### src/boot_image.hex
// One 128-bit cache line per row starting at line 0
// The rightmost 8 digits of a row form beat 0 of that line
27bdfff0afbf000c3c1c80003c088000
8d0900048d0a00082129000101495021
ad0a000c240b0010156bfffa2508ffff
3c0480003484010024050020240600ff
a0860000248400012405ffff14a0fffd
0c0000408fbf000c27bd001003e00008
deadbeef0badf00dcafef00d12345678
5a5aa5a5c3c33c3c0f0ff0f096966969

### src/logic/wb_pkg.sv
`default_nettype none

package wb_pkg;

    // ----------------------------------------------------------
    // Bus geometry
    // ----------------------------------------------------------
    localparam int WB_DATA_W = 32;
    localparam int WB_ADDR_W = 32;
    localparam int WB_SEL_W  = WB_DATA_W / 8;       // One select bit per byte

    typedef logic [WB_DATA_W-1:0] wb_data_t;
    typedef logic [WB_ADDR_W-1:0] wb_addr_t;        // Byte address
    typedef logic [WB_SEL_W-1:0]  wb_sel_t;
    typedef logic [2:0]           wb_cti_t;
    typedef logic [1:0]           wb_bte_t;

    // ----------------------------------------------------------
    // Registered feedback cycle codes
    // ----------------------------------------------------------
    localparam wb_cti_t WB_CTI_INCR   = 3'b010;     // Incrementing burst
    localparam wb_cti_t WB_CTI_EOB    = 3'b111;     // Last beat of a burst
    localparam wb_bte_t WB_BTE_LINEAR = 2'b00;

    // Master side of the bus, one struct per port
    typedef struct packed {
        logic     cyc;
        logic     stb;
        logic     we;
        wb_cti_t  cti;
        wb_bte_t  bte;
        wb_sel_t  sel;
        wb_addr_t addr;
        wb_data_t data;
    } wb_req_t;

endpackage

`default_nettype wire

### src/logic/boot_pkg.sv
`default_nettype none

package boot_pkg;

    import wb_pkg::*;

    // ----------------------------------------------------------
    // Boot image geometry
    // ----------------------------------------------------------
    localparam int LINE_BYTES     = 16;
    localparam int HEX_LINES      = 8;                          // Lines in the image
    localparam int BEATS_PER_LINE = LINE_BYTES / (WB_DATA_W / 8);
    localparam int LINE_OFFSET_W  = $clog2(LINE_BYTES);         // Byte offset in a line

    typedef logic [LINE_BYTES*8-1:0]            line_t;
    typedef logic [$clog2(HEX_LINES)-1:0]      rom_addr_t;     // Line index
    typedef logic [$clog2(BEATS_PER_LINE)-1:0] beat_idx_t;

    // ----------------------------------------------------------
    // Boot sequencer states
    // ----------------------------------------------------------
    // RESET only lasts one cycle after reset release, BUSY walks
    // the image line by line and DONE is terminal until the next
    // reset.
    typedef enum logic [1:0] {
        BOOT_RESET = 2'b00,
        BOOT_BUSY  = 2'b01,
        BOOT_DONE  = 2'b10
    } boot_state_e;

endpackage

`default_nettype wire

### src/logic/biu_wb_master.sv
`timescale 1ns/1ps
`default_nettype none

module biu_wb_master
    import wb_pkg::*;
    import boot_pkg::*;
(
    input  logic     i_wb_clk,
    input  logic     i_rst_n,

    // Line request from the boot controller
    input  logic     i_biu_en,
    input  wb_addr_t i_biu_addr,
    input  line_t    i_biu_line,
    output logic     o_biu_done,

    // Wishbone master
    input  logic     i_wb_ack,
    output wb_req_t  o_wb
);

    typedef enum logic [1:0] {
        BIU_IDLE  = 2'b00,
        BIU_BURST = 2'b01,
        BIU_DONE  = 2'b10
    } biu_state_e;

    biu_state_e state_r;
    biu_state_e state_next;

    beat_idx_t  beat_idx_r;
    beat_idx_t  beat_idx_next;

    line_t      line_r;                             // Captured line payload
    wb_addr_t   base_addr_r;

    logic       busy;
    logic       start;
    logic       beat_ack;
    logic       last_beat;
    wb_addr_t   beat_addr;
    wb_data_t   beat_data;

    // ----------------------------------------------------------
    // Burst control
    // ----------------------------------------------------------
    assign busy      = (state_r == BIU_BURST);
    assign start     = (state_r == BIU_IDLE) & i_biu_en;
    assign beat_ack  = busy & i_wb_ack;
    assign last_beat = (beat_idx_r == beat_idx_t'(BEATS_PER_LINE - 1));

    always_comb begin
        state_next = state_r;

        case (state_r)
            BIU_IDLE: begin
                if (i_biu_en) begin
                    state_next = BIU_BURST;
                end
            end
            BIU_BURST: begin
                if (i_wb_ack && last_beat) begin
                    state_next = BIU_DONE;
                end
            end
            // Single cycle, lets the enable drop before going idle
            BIU_DONE: begin
                state_next = BIU_IDLE;
            end
            default: begin
                state_next = BIU_IDLE;
            end
        endcase
    end

    always_comb begin
        beat_idx_next = beat_idx_r;

        if (state_r != BIU_BURST) begin
            beat_idx_next = '0;
        end else if (beat_ack) begin
            beat_idx_next = beat_idx_r + 1'b1;      // Advance only on ack
        end
    end

    always_ff @(posedge i_wb_clk or negedge i_rst_n) begin
        if (!i_rst_n) begin
            state_r    <= BIU_IDLE;
            beat_idx_r <= '0;
        end else begin
            state_r    <= state_next;
            beat_idx_r <= beat_idx_next;
        end
    end

    // ----------------------------------------------------------
    // Line capture
    // ----------------------------------------------------------
    always_ff @(posedge i_wb_clk) begin
        if (start) begin
            line_r      <= i_biu_line;
            base_addr_r <= i_biu_addr;
        end
    end

    // Word of the line for the current beat
    assign beat_data = line_r[beat_idx_r*WB_DATA_W +: WB_DATA_W];
    assign beat_addr = base_addr_r + wb_addr_t'(beat_idx_r) * wb_addr_t'(WB_SEL_W);

    // ----------------------------------------------------------
    // Bus outputs
    // ----------------------------------------------------------
    always_comb begin
        o_wb.cyc  = busy;                           // Held across all beats
        o_wb.stb  = busy;
        o_wb.we   = busy;
        o_wb.cti  = last_beat ? WB_CTI_EOB : WB_CTI_INCR;
        o_wb.bte  = WB_BTE_LINEAR;
        o_wb.sel  = '1;
        o_wb.addr = beat_addr;
        o_wb.data = beat_data;
    end

    assign o_biu_done = (state_r == BIU_DONE);

    // ----------------------------------------------------------
    // Protocol checks
    // ----------------------------------------------------------
    a_stb_in_cyc: assert property (
        @(posedge i_wb_clk) disable iff (!i_rst_n)
        o_wb.stb |-> o_wb.cyc
    ) else $error("biu_wb_master: stb without cyc");

    // A stalled beat must not move
    a_stall_stable: assert property (
        @(posedge i_wb_clk) disable iff (!i_rst_n)
        (o_wb.stb && !i_wb_ack) |=>
            ($stable(o_wb.addr) && $stable(o_wb.data) && $stable(o_wb.cti))
    ) else $error("biu_wb_master: beat changed while stalled");

endmodule

`default_nettype wire

### src/logic/boot_ctrl.sv
`timescale 1ns/1ps
`default_nettype none

module boot_ctrl
    import wb_pkg::*;
    import boot_pkg::*;
(
    input  logic      i_wb_clk,
    input  logic      i_rst_n,

    // ROM side
    input  line_t     i_rom_line,
    output rom_addr_t o_rom_addr,

    // Bus unit side
    output logic      o_biu_en,
    output wb_addr_t  o_biu_addr,
    output line_t     o_biu_line,
    input  logic      i_biu_done,

    output logic      o_boot_done
);

    boot_state_e state_r;
    boot_state_e state_next;

    rom_addr_t   rom_idx_r;                         // Line being written
    rom_addr_t   rom_idx_next;

    logic        biu_en_r;
    logic        biu_en_next;
    line_t       line_r;
    logic        last_line;

    assign last_line = (rom_idx_r == rom_addr_t'(HEX_LINES - 1));

    // ----------------------------------------------------------
    // Sequencer
    // ----------------------------------------------------------
    always_comb begin
        state_next   = state_r;
        rom_idx_next = rom_idx_r;
        biu_en_next  = 1'b0;

        case (state_r)
            BOOT_RESET: begin
                rom_idx_next = '0;
                state_next   = BOOT_BUSY;
            end
            BOOT_BUSY: begin
                // Enable gap of one cycle after each done pulse
                biu_en_next = ~i_biu_done;
                if (i_biu_done) begin
                    rom_idx_next = rom_idx_r + 1'b1;
                    if (last_line) begin
                        state_next = BOOT_DONE;
                    end
                end
            end
            BOOT_DONE: begin
                rom_idx_next = '0;
            end
            default: begin
                state_next = BOOT_DONE;
            end
        endcase
    end

    always_ff @(posedge i_wb_clk or negedge i_rst_n) begin
        if (!i_rst_n) begin
            state_r   <= BOOT_RESET;
            rom_idx_r <= '0;
            biu_en_r  <= 1'b0;
        end else begin
            state_r   <= state_next;
            rom_idx_r <= rom_idx_next;
            biu_en_r  <= biu_en_next;
        end
    end

    // ROM line for the current index, ready before the enable rises
    always_ff @(posedge i_wb_clk) begin
        line_r <= i_rom_line;
    end

    // ----------------------------------------------------------
    // Outputs
    // ----------------------------------------------------------
    assign o_rom_addr  = rom_idx_r;
    assign o_biu_en    = biu_en_r;
    assign o_biu_addr  = wb_addr_t'(rom_idx_r) << LINE_OFFSET_W;
    assign o_biu_line  = line_r;
    assign o_boot_done = (state_r == BOOT_DONE);

    // ----------------------------------------------------------
    // Checks
    // ----------------------------------------------------------
    a_done_sticky: assert property (
        @(posedge i_wb_clk) disable iff (!i_rst_n)
        o_boot_done |=> o_boot_done
    ) else $error("boot_ctrl: boot done dropped");

    a_no_en_when_done: assert property (
        @(posedge i_wb_clk) disable iff (!i_rst_n)
        (state_r == BOOT_DONE) |-> !o_biu_en
    ) else $error("boot_ctrl: bus unit enabled after boot");

endmodule

`default_nettype wire

### src/logic/boot_rom.sv
`timescale 1ns/1ps
`default_nettype none

module boot_rom
    import boot_pkg::*;
(
    input  rom_addr_t i_rom_addr,
    output line_t     o_rom_line
);

    // ----------------------------------------------------------
    // Image storage
    // ----------------------------------------------------------
    line_t rom_mem [HEX_LINES];                     // One entry per cache line

    // Image is fixed at elaboration
    initial begin
        $readmemh("/design/src/boot_image.hex", rom_mem);
    end

    // ----------------------------------------------------------
    // Read port
    // ----------------------------------------------------------
    // Asynchronous lookup; the controller registers the line
    // itself, so the ROM adds no latency of its own.
    always_comb begin
        o_rom_line = rom_mem[i_rom_addr];
    end

endmodule

`default_nettype wire

### src/logic/boot_subsys_top.sv
`timescale 1ns/1ps
`default_nettype none

module boot_subsys_top
    import wb_pkg::*;
    import boot_pkg::*;
(
    input  logic    i_wb_clk,
    input  logic    i_rst_n,
    input  logic    i_wb_ack,
    output wb_req_t o_wb,
    output logic    o_boot_done
);

    rom_addr_t rom_addr;
    line_t     rom_line;

    logic      biu_en;
    wb_addr_t  biu_addr;
    line_t     biu_line;
    logic      biu_done;

    // ----------------------------------------------------------
    // Image store, sequencer and bus master
    // ----------------------------------------------------------
    boot_rom rom_i (
        .i_rom_addr (rom_addr),
        .o_rom_line (rom_line)
    );

    boot_ctrl ctrl_i (
        .i_wb_clk    (i_wb_clk),
        .i_rst_n     (i_rst_n),
        .i_rom_line  (rom_line),
        .o_rom_addr  (rom_addr),
        .o_biu_en    (biu_en),
        .o_biu_addr  (biu_addr),
        .o_biu_line  (biu_line),
        .i_biu_done  (biu_done),
        .o_boot_done (o_boot_done)
    );

    biu_wb_master biu_i (
        .i_wb_clk   (i_wb_clk),
        .i_rst_n    (i_rst_n),
        .i_biu_en   (biu_en),
        .i_biu_addr (biu_addr),
        .i_biu_line (biu_line),
        .o_biu_done (biu_done),
        .i_wb_ack   (i_wb_ack),
        .o_wb       (o_wb)
    );

endmodule

`default_nettype wire

### config.mk
export PLATFORM = sky130hd
export DESIGN_NAME = boot_subsys_top
export DESIGN_NICKNAME = d
export VERILOG_FILES = /design/src/logic/wb_pkg.sv /design/src/logic/boot_pkg.sv /design/src/logic/biu_wb_master.sv /design/src/logic/boot_ctrl.sv /design/src/logic/boot_rom.sv /design/src/logic/boot_subsys_top.sv
export SDC_FILE = /design/constraint.sdc
export NUM_CORES = 1
export LEC_CHECK = 0
export BUFFER_PORTS_ARGS = -buffer_cell sky130_fd_sc_hd__clkbuf_2
export CORE_ASPECT_RATIO = 1.25
export CORE_MARGIN = 3
export CORE_UTILIZATION = 55
export DETAILED_ROUTE_END_ITERATION = 10
export GPL_TIMING_DRIVEN = 0
export PLACE_DENSITY = 0.73
export SLEW_MARGIN = 20
export SYNTH_ARGS = -nofsm -noshare
export SYNTH_HDL_FRONTEND = slang
export SYNTH_HIERARCHICAL = 1
export SYNTH_SLANG_ARGS = --single-unit
export TNS_END_PERCENT = 30
### constraint.sdc
create_clock -name i_wb_clk -period 17.07 [get_ports i_wb_clk]
set_clock_uncertainty 0.15 [all_clocks]
set_input_delay 2.5605 -clock i_wb_clk [delete_from_list [all_inputs] [get_ports i_wb_clk]]
set_output_delay 2.5605 -clock i_wb_clk [all_outputs]
set_load 0.1 [all_outputs]
# [Word level (Yosys, flattened, before mapping)]
# Cells that the tools add are included.
[op_classes] add_sub_neg=3 n_eq_ne=11 shifts=1 mux=12 bitwise_logic=4 n_reduce_logical=9
[ops] op="128-bit by 8-bit indexed part select with 32-bit output" count=1
[ops] op="2-bit two-way mux" count=6
[ops] op="7-bit by 4-bit adder with 8-bit output" count=1
[ops] op="2-bit == test, second input constant" count=3
[ops] op="3-bit two-way mux" count=2
[ops] op="2-bit by 1-bit != test with 1-bit output, second input constant" count=3
[ops] op="2-bit case mux with 3 select lines" count=1
[ops] op="3-bit case mux with 2 select lines" count=1
[ops] op="2-bit by 1-bit == test with 1-bit output, second input constant" count=2
[ops] op="2-bit zero test" count=2
[ops] op="2-bit != test, second input constant" count=2
[ops] op="2-bit case mux with 2 select lines" count=1
[ops] op="2-bit AND reduction" count=2
[ops] op="2-bit nonzero test" count=2
[ops] op="3-bit by 1-bit adder with 3-bit output, second input constant" count=1
[ops] op="3-bit == test, second input constant" count=1
[ops] op="3-bit AND reduction" count=1
[ops] op="2-bit by 1-bit adder with 2-bit output, second input constant" count=1
[ops] op="1-bit bitwise AND" count=2
[ops] op="1-bit inverter" count=2
[ops] op="2-bit OR reduction" count=1
[ops] op="1-bit logical AND" count=1
[ops] op="1-bit two-way mux" count=1
[word_totals] reg_bits=269 inputBits=3 out_inout_bits=77 elab_cells=48

# [Logic depth before layout (Yosys ltp)]
[depth] ltp_word=4 mapped_depth=6 depth_no_buf=6

# [Modules after synthesis]
# Netlist, hierarchy kept.
[by_module_without_submodules] module="biu_wb_master" instances=1 cells_each=312 area_each_um2=6448.7 seq_area_each_um2=4904.7
[by_module_without_submodules] module="boot_ctrl" instances=1 cells_each=184 area_each_um2=3088.0 seq_area_each_um2=2712.6
[by_module_without_submodules] module="boot_rom" instances=1 cells_each=129 area_each_um2=964.7 seq_area_each_um2=0.0

# [Worst setup path after synthesis]
# No wires, ideal clock.
[synth_timing] path_type="reg-to-reg" start="reg biu_i.state_r[0]" end="reg biu_i.state_r[0]" setup_ns=0.135 t_arrival_ns=12.927 required_time_ns=16.785 path_slack_ns=3.859 stages_incl_launch_ff=3 n_path_buf=0 synth_period_minus_slack_ns=13.211 cell_sequence="dfrtp_1 -> nor3b_1 -> or2_2"
[synth_between] elab_chain_len=3 elab_cells_between_ends=6 classes_between="3 x eq/ne; 1 x mux; 2 x reduce/logical"
[synth_rtl] item="start: declaration" line_no="biu_wb_master.sv:28" rtl="biu_state_e state_r;"
[synth_rtl] item="start signal: assignment" line_no="biu_wb_master.sv:91" rtl="state_r <= state_next;"
[synth_rtl] item="2-bit by 1-bit == test with 1-bit output / 2-bit zero test (equally long branches)" line_no="biu_wb_master.sv:55" rtl="case (state_r)"
[synth_rtl] item="2-bit != test (no line)"
[synth_rtl] item="2-bit AND reduction (no line)"
# Parallel ways exist; a longest one is shown, timed or not.
# A chain may end at the register's enable or synchronous reset.

==> flow_summary.json <==
{
  "crit_fanout": 4,
  "h-tree-depth": 1,
  "clock_sinks": 298,
  "slowest_stage": "clkbuf_2",
  "worstReg2RegStart": "biu_i/state_r[1]",
  "drive_gt1_frac": 0.3755,
  "route.vias.total": 4735,
  "dp_hpwl_um": 9577,
  "rrSetupSlack_ps": 14540,
  "routed_wl_um": 13470,
  "track_usage": 0.1357,
  "path_clk_slew_ps": 60,
  "hp-start": "ctrl_i/o_biu_line[61]",
  "maxCapViolCount": 0,
  "nets": 906,
  "ant_nets": 0,
  "grt_overflow_total": 0,
  "clock.fmax_mhz": 179.2,
  "drc": 0,
  "holdPathStages": 0,
  "setup_total_negative_slack_ps": 0,
  "numPortBuffers": 72,
  "holdPathEnd": "biu_i/line_r[61]",
  "setup_viol": 0,
  "clockBufferDepth": 3,
  "drtIter0Drc": 192,
  "die_w_um": 129.5,
  "fillers": 1249,
  "maxSlewHeadroom": 0.4837,
  "cp_data_required_time_ps": 14360,
  "worst_ep_arrival_time_ps": 2870,
  "path_cells": "ha_1, fa_1, nand4_1, or3_4, nor3_1, xor2_1, clkbuf_2",
  "status": "complete, no violations",
  "worst_pin_slew_ps": 771.0,
  "cts_buffers": 26,
  "die-area_sq_um": 20760,
  "first_pass_iters": 4,
  "cts_tree": "built",
  "post-cts-setup-buffer-count": 0,
  "root_buffer": "clkbuf_16",
  "worst-r2r-cell-count": 5,
  "path_class": "flop to output port",
  "row_count": 55,
  "insertion_delay_ps": 500,
  "hold_buffers": 0,
  "n_antenna_cell": 0,
  "place_congestion": 0.7607,
  "hold_viol_final": 0,
  "fp.dieH_um": 160.3,
  "grt_pass1_wl_um": 22500,
  "hp-class": "flop to flop",
  "slew_violations": 0,
  "cts_resized": 0,
  "synth_cells": 622,
  "start_kind": "flop",
  "layout_min_cycle_time_ps": 5581,
  "start_util": 0.5703,
  "ys_warn_count": 6,
  "area_delta_synth_final_pct": 21.17,
  "rsz0062_at_grt": "false",
  "register_area_sq_um": 7617,
  "multi_input_area_sq_um": 2122,
  "synth_area_sq_um": 10480,
  "critPathCaptureType": "output port",
  "grt_max_degree": 17,
  "routedWlPerCell_um": 11.78,
  "core_sq_um": 18370,
  "fin_crit_sh": 0.3270,
  "cpPeakStageDelay_ps": 470,
  "grt_pass1_vias": 4989,
  "vias_per_cell": 4.139,
  "syn_area_per_cell_sq_um": 16.85,
  "r2r-end": "biu_i/line_r[54]",
  "ios": 80,
  "grt_antenna_before_repair": 0
}
## worst max path at each step
stage | from | endpoint | slack, ps
after floorplan | biu_i/state_r[0] | biu_i/state_r[0] | 3860
after global placement | biu_i/state_r[0] | biu_i/state_r[0] | 260
after detailed placement | biu_i/beat_idx_r[0] | o_wb[52] | 12000
after CTS | biu_i/beat_idx_r[0] | o_wb[52] | 11450
after global routing | biu_i/beat_idx_r[0] | o_wb[52] | 11280
final | biu_i/beat_idx_r[0] | o_wb[52] | 11490
## final cells by class
class                           count  area share
Multi-Input combinational cell    300      0.1671
Inverter                            4    0.001182
Clock buffer                       33     0.05666
Tap cell                          228     0.02247
Clock inverter                     14     0.01005
Buffer                            180      0.1047
Sequential cell                   298      0.5999
Timing Repair Buffer               87     0.03784
## cells in the final DEF, fill, tap and decap left out, types with 3 or more instances in the layout
master	instances
nor2_1	8
buf_4	184
edfxtp_1	160
clkinv_2	5
nor3_1	3
clkinvlp_4	3
clkbuf_2	72
nand4_1	6
dfxtp_1	128
xnor2_1	21
dfrtp_1	10
inv_1	3
conb_1	164
clkbuf_16	28
clkbuf_1	9
mux4_2	32
clkinv_1	3
nand3_1	13
mux2i_1	3
buf_2	4
ha_1	5
nand2_1	10
buf_6	3
and3_1	5
xor2_1	8
## layer usage
metal | share of wire | GRT usage
met3 | 0.042 | 0.02661
met1 | 0.37 | 0.1438
met4 | 0.019 | 0.03781
met2 | 0.57 | 0.2667
met5 | 0 | 0
## state kept, by name, indices dropped and copies added (netlist names)
register / flops
ctrl_i/state_r: 2
biu_i/state_r: 2
ctrl_i/o_biu_line: 128
ctrl_i/o_rom_addr: 3
biu_i/base_addr_r: 32
ctrl_i/o_biu_en: 1
biu_i/line_r: 128
biu_i/beat_idx_r: 2
## metrics by stage
stage | worst slack, ps | hold WS, ps | cells | util | instance area (sq um)
finish | 11490 | 250.4 | 1144 | 0.6910 | 12700
global route | 11280 | 257.0 | 1144 | 0.6910 | 12700
CTS | 11450 | 247.1 | 1144 | 0.6910 | 12700
detailed placement | 12000 | 238.7 | 1097 | 0.6449 | 11850
global placement | 259.7 | 235.4 | 1082 | 0.6381 | 11730
floorplan | 3859 | 235.5 | 782 | - | 11080
## critical path: cells and delay by family (launching register included)
family,cells,cell delay (ps)
buffers and inverters,1,470
flip-flops,1,410
XOR/XNOR,1,170
AND/OR/NAND/NOR,3,860
adder cells (fa/ha/maj),2,450
Power is left out: the tool's default activity adds up to more than one toggle a clock period on the data nets, which glitch-free logic cannot reach.
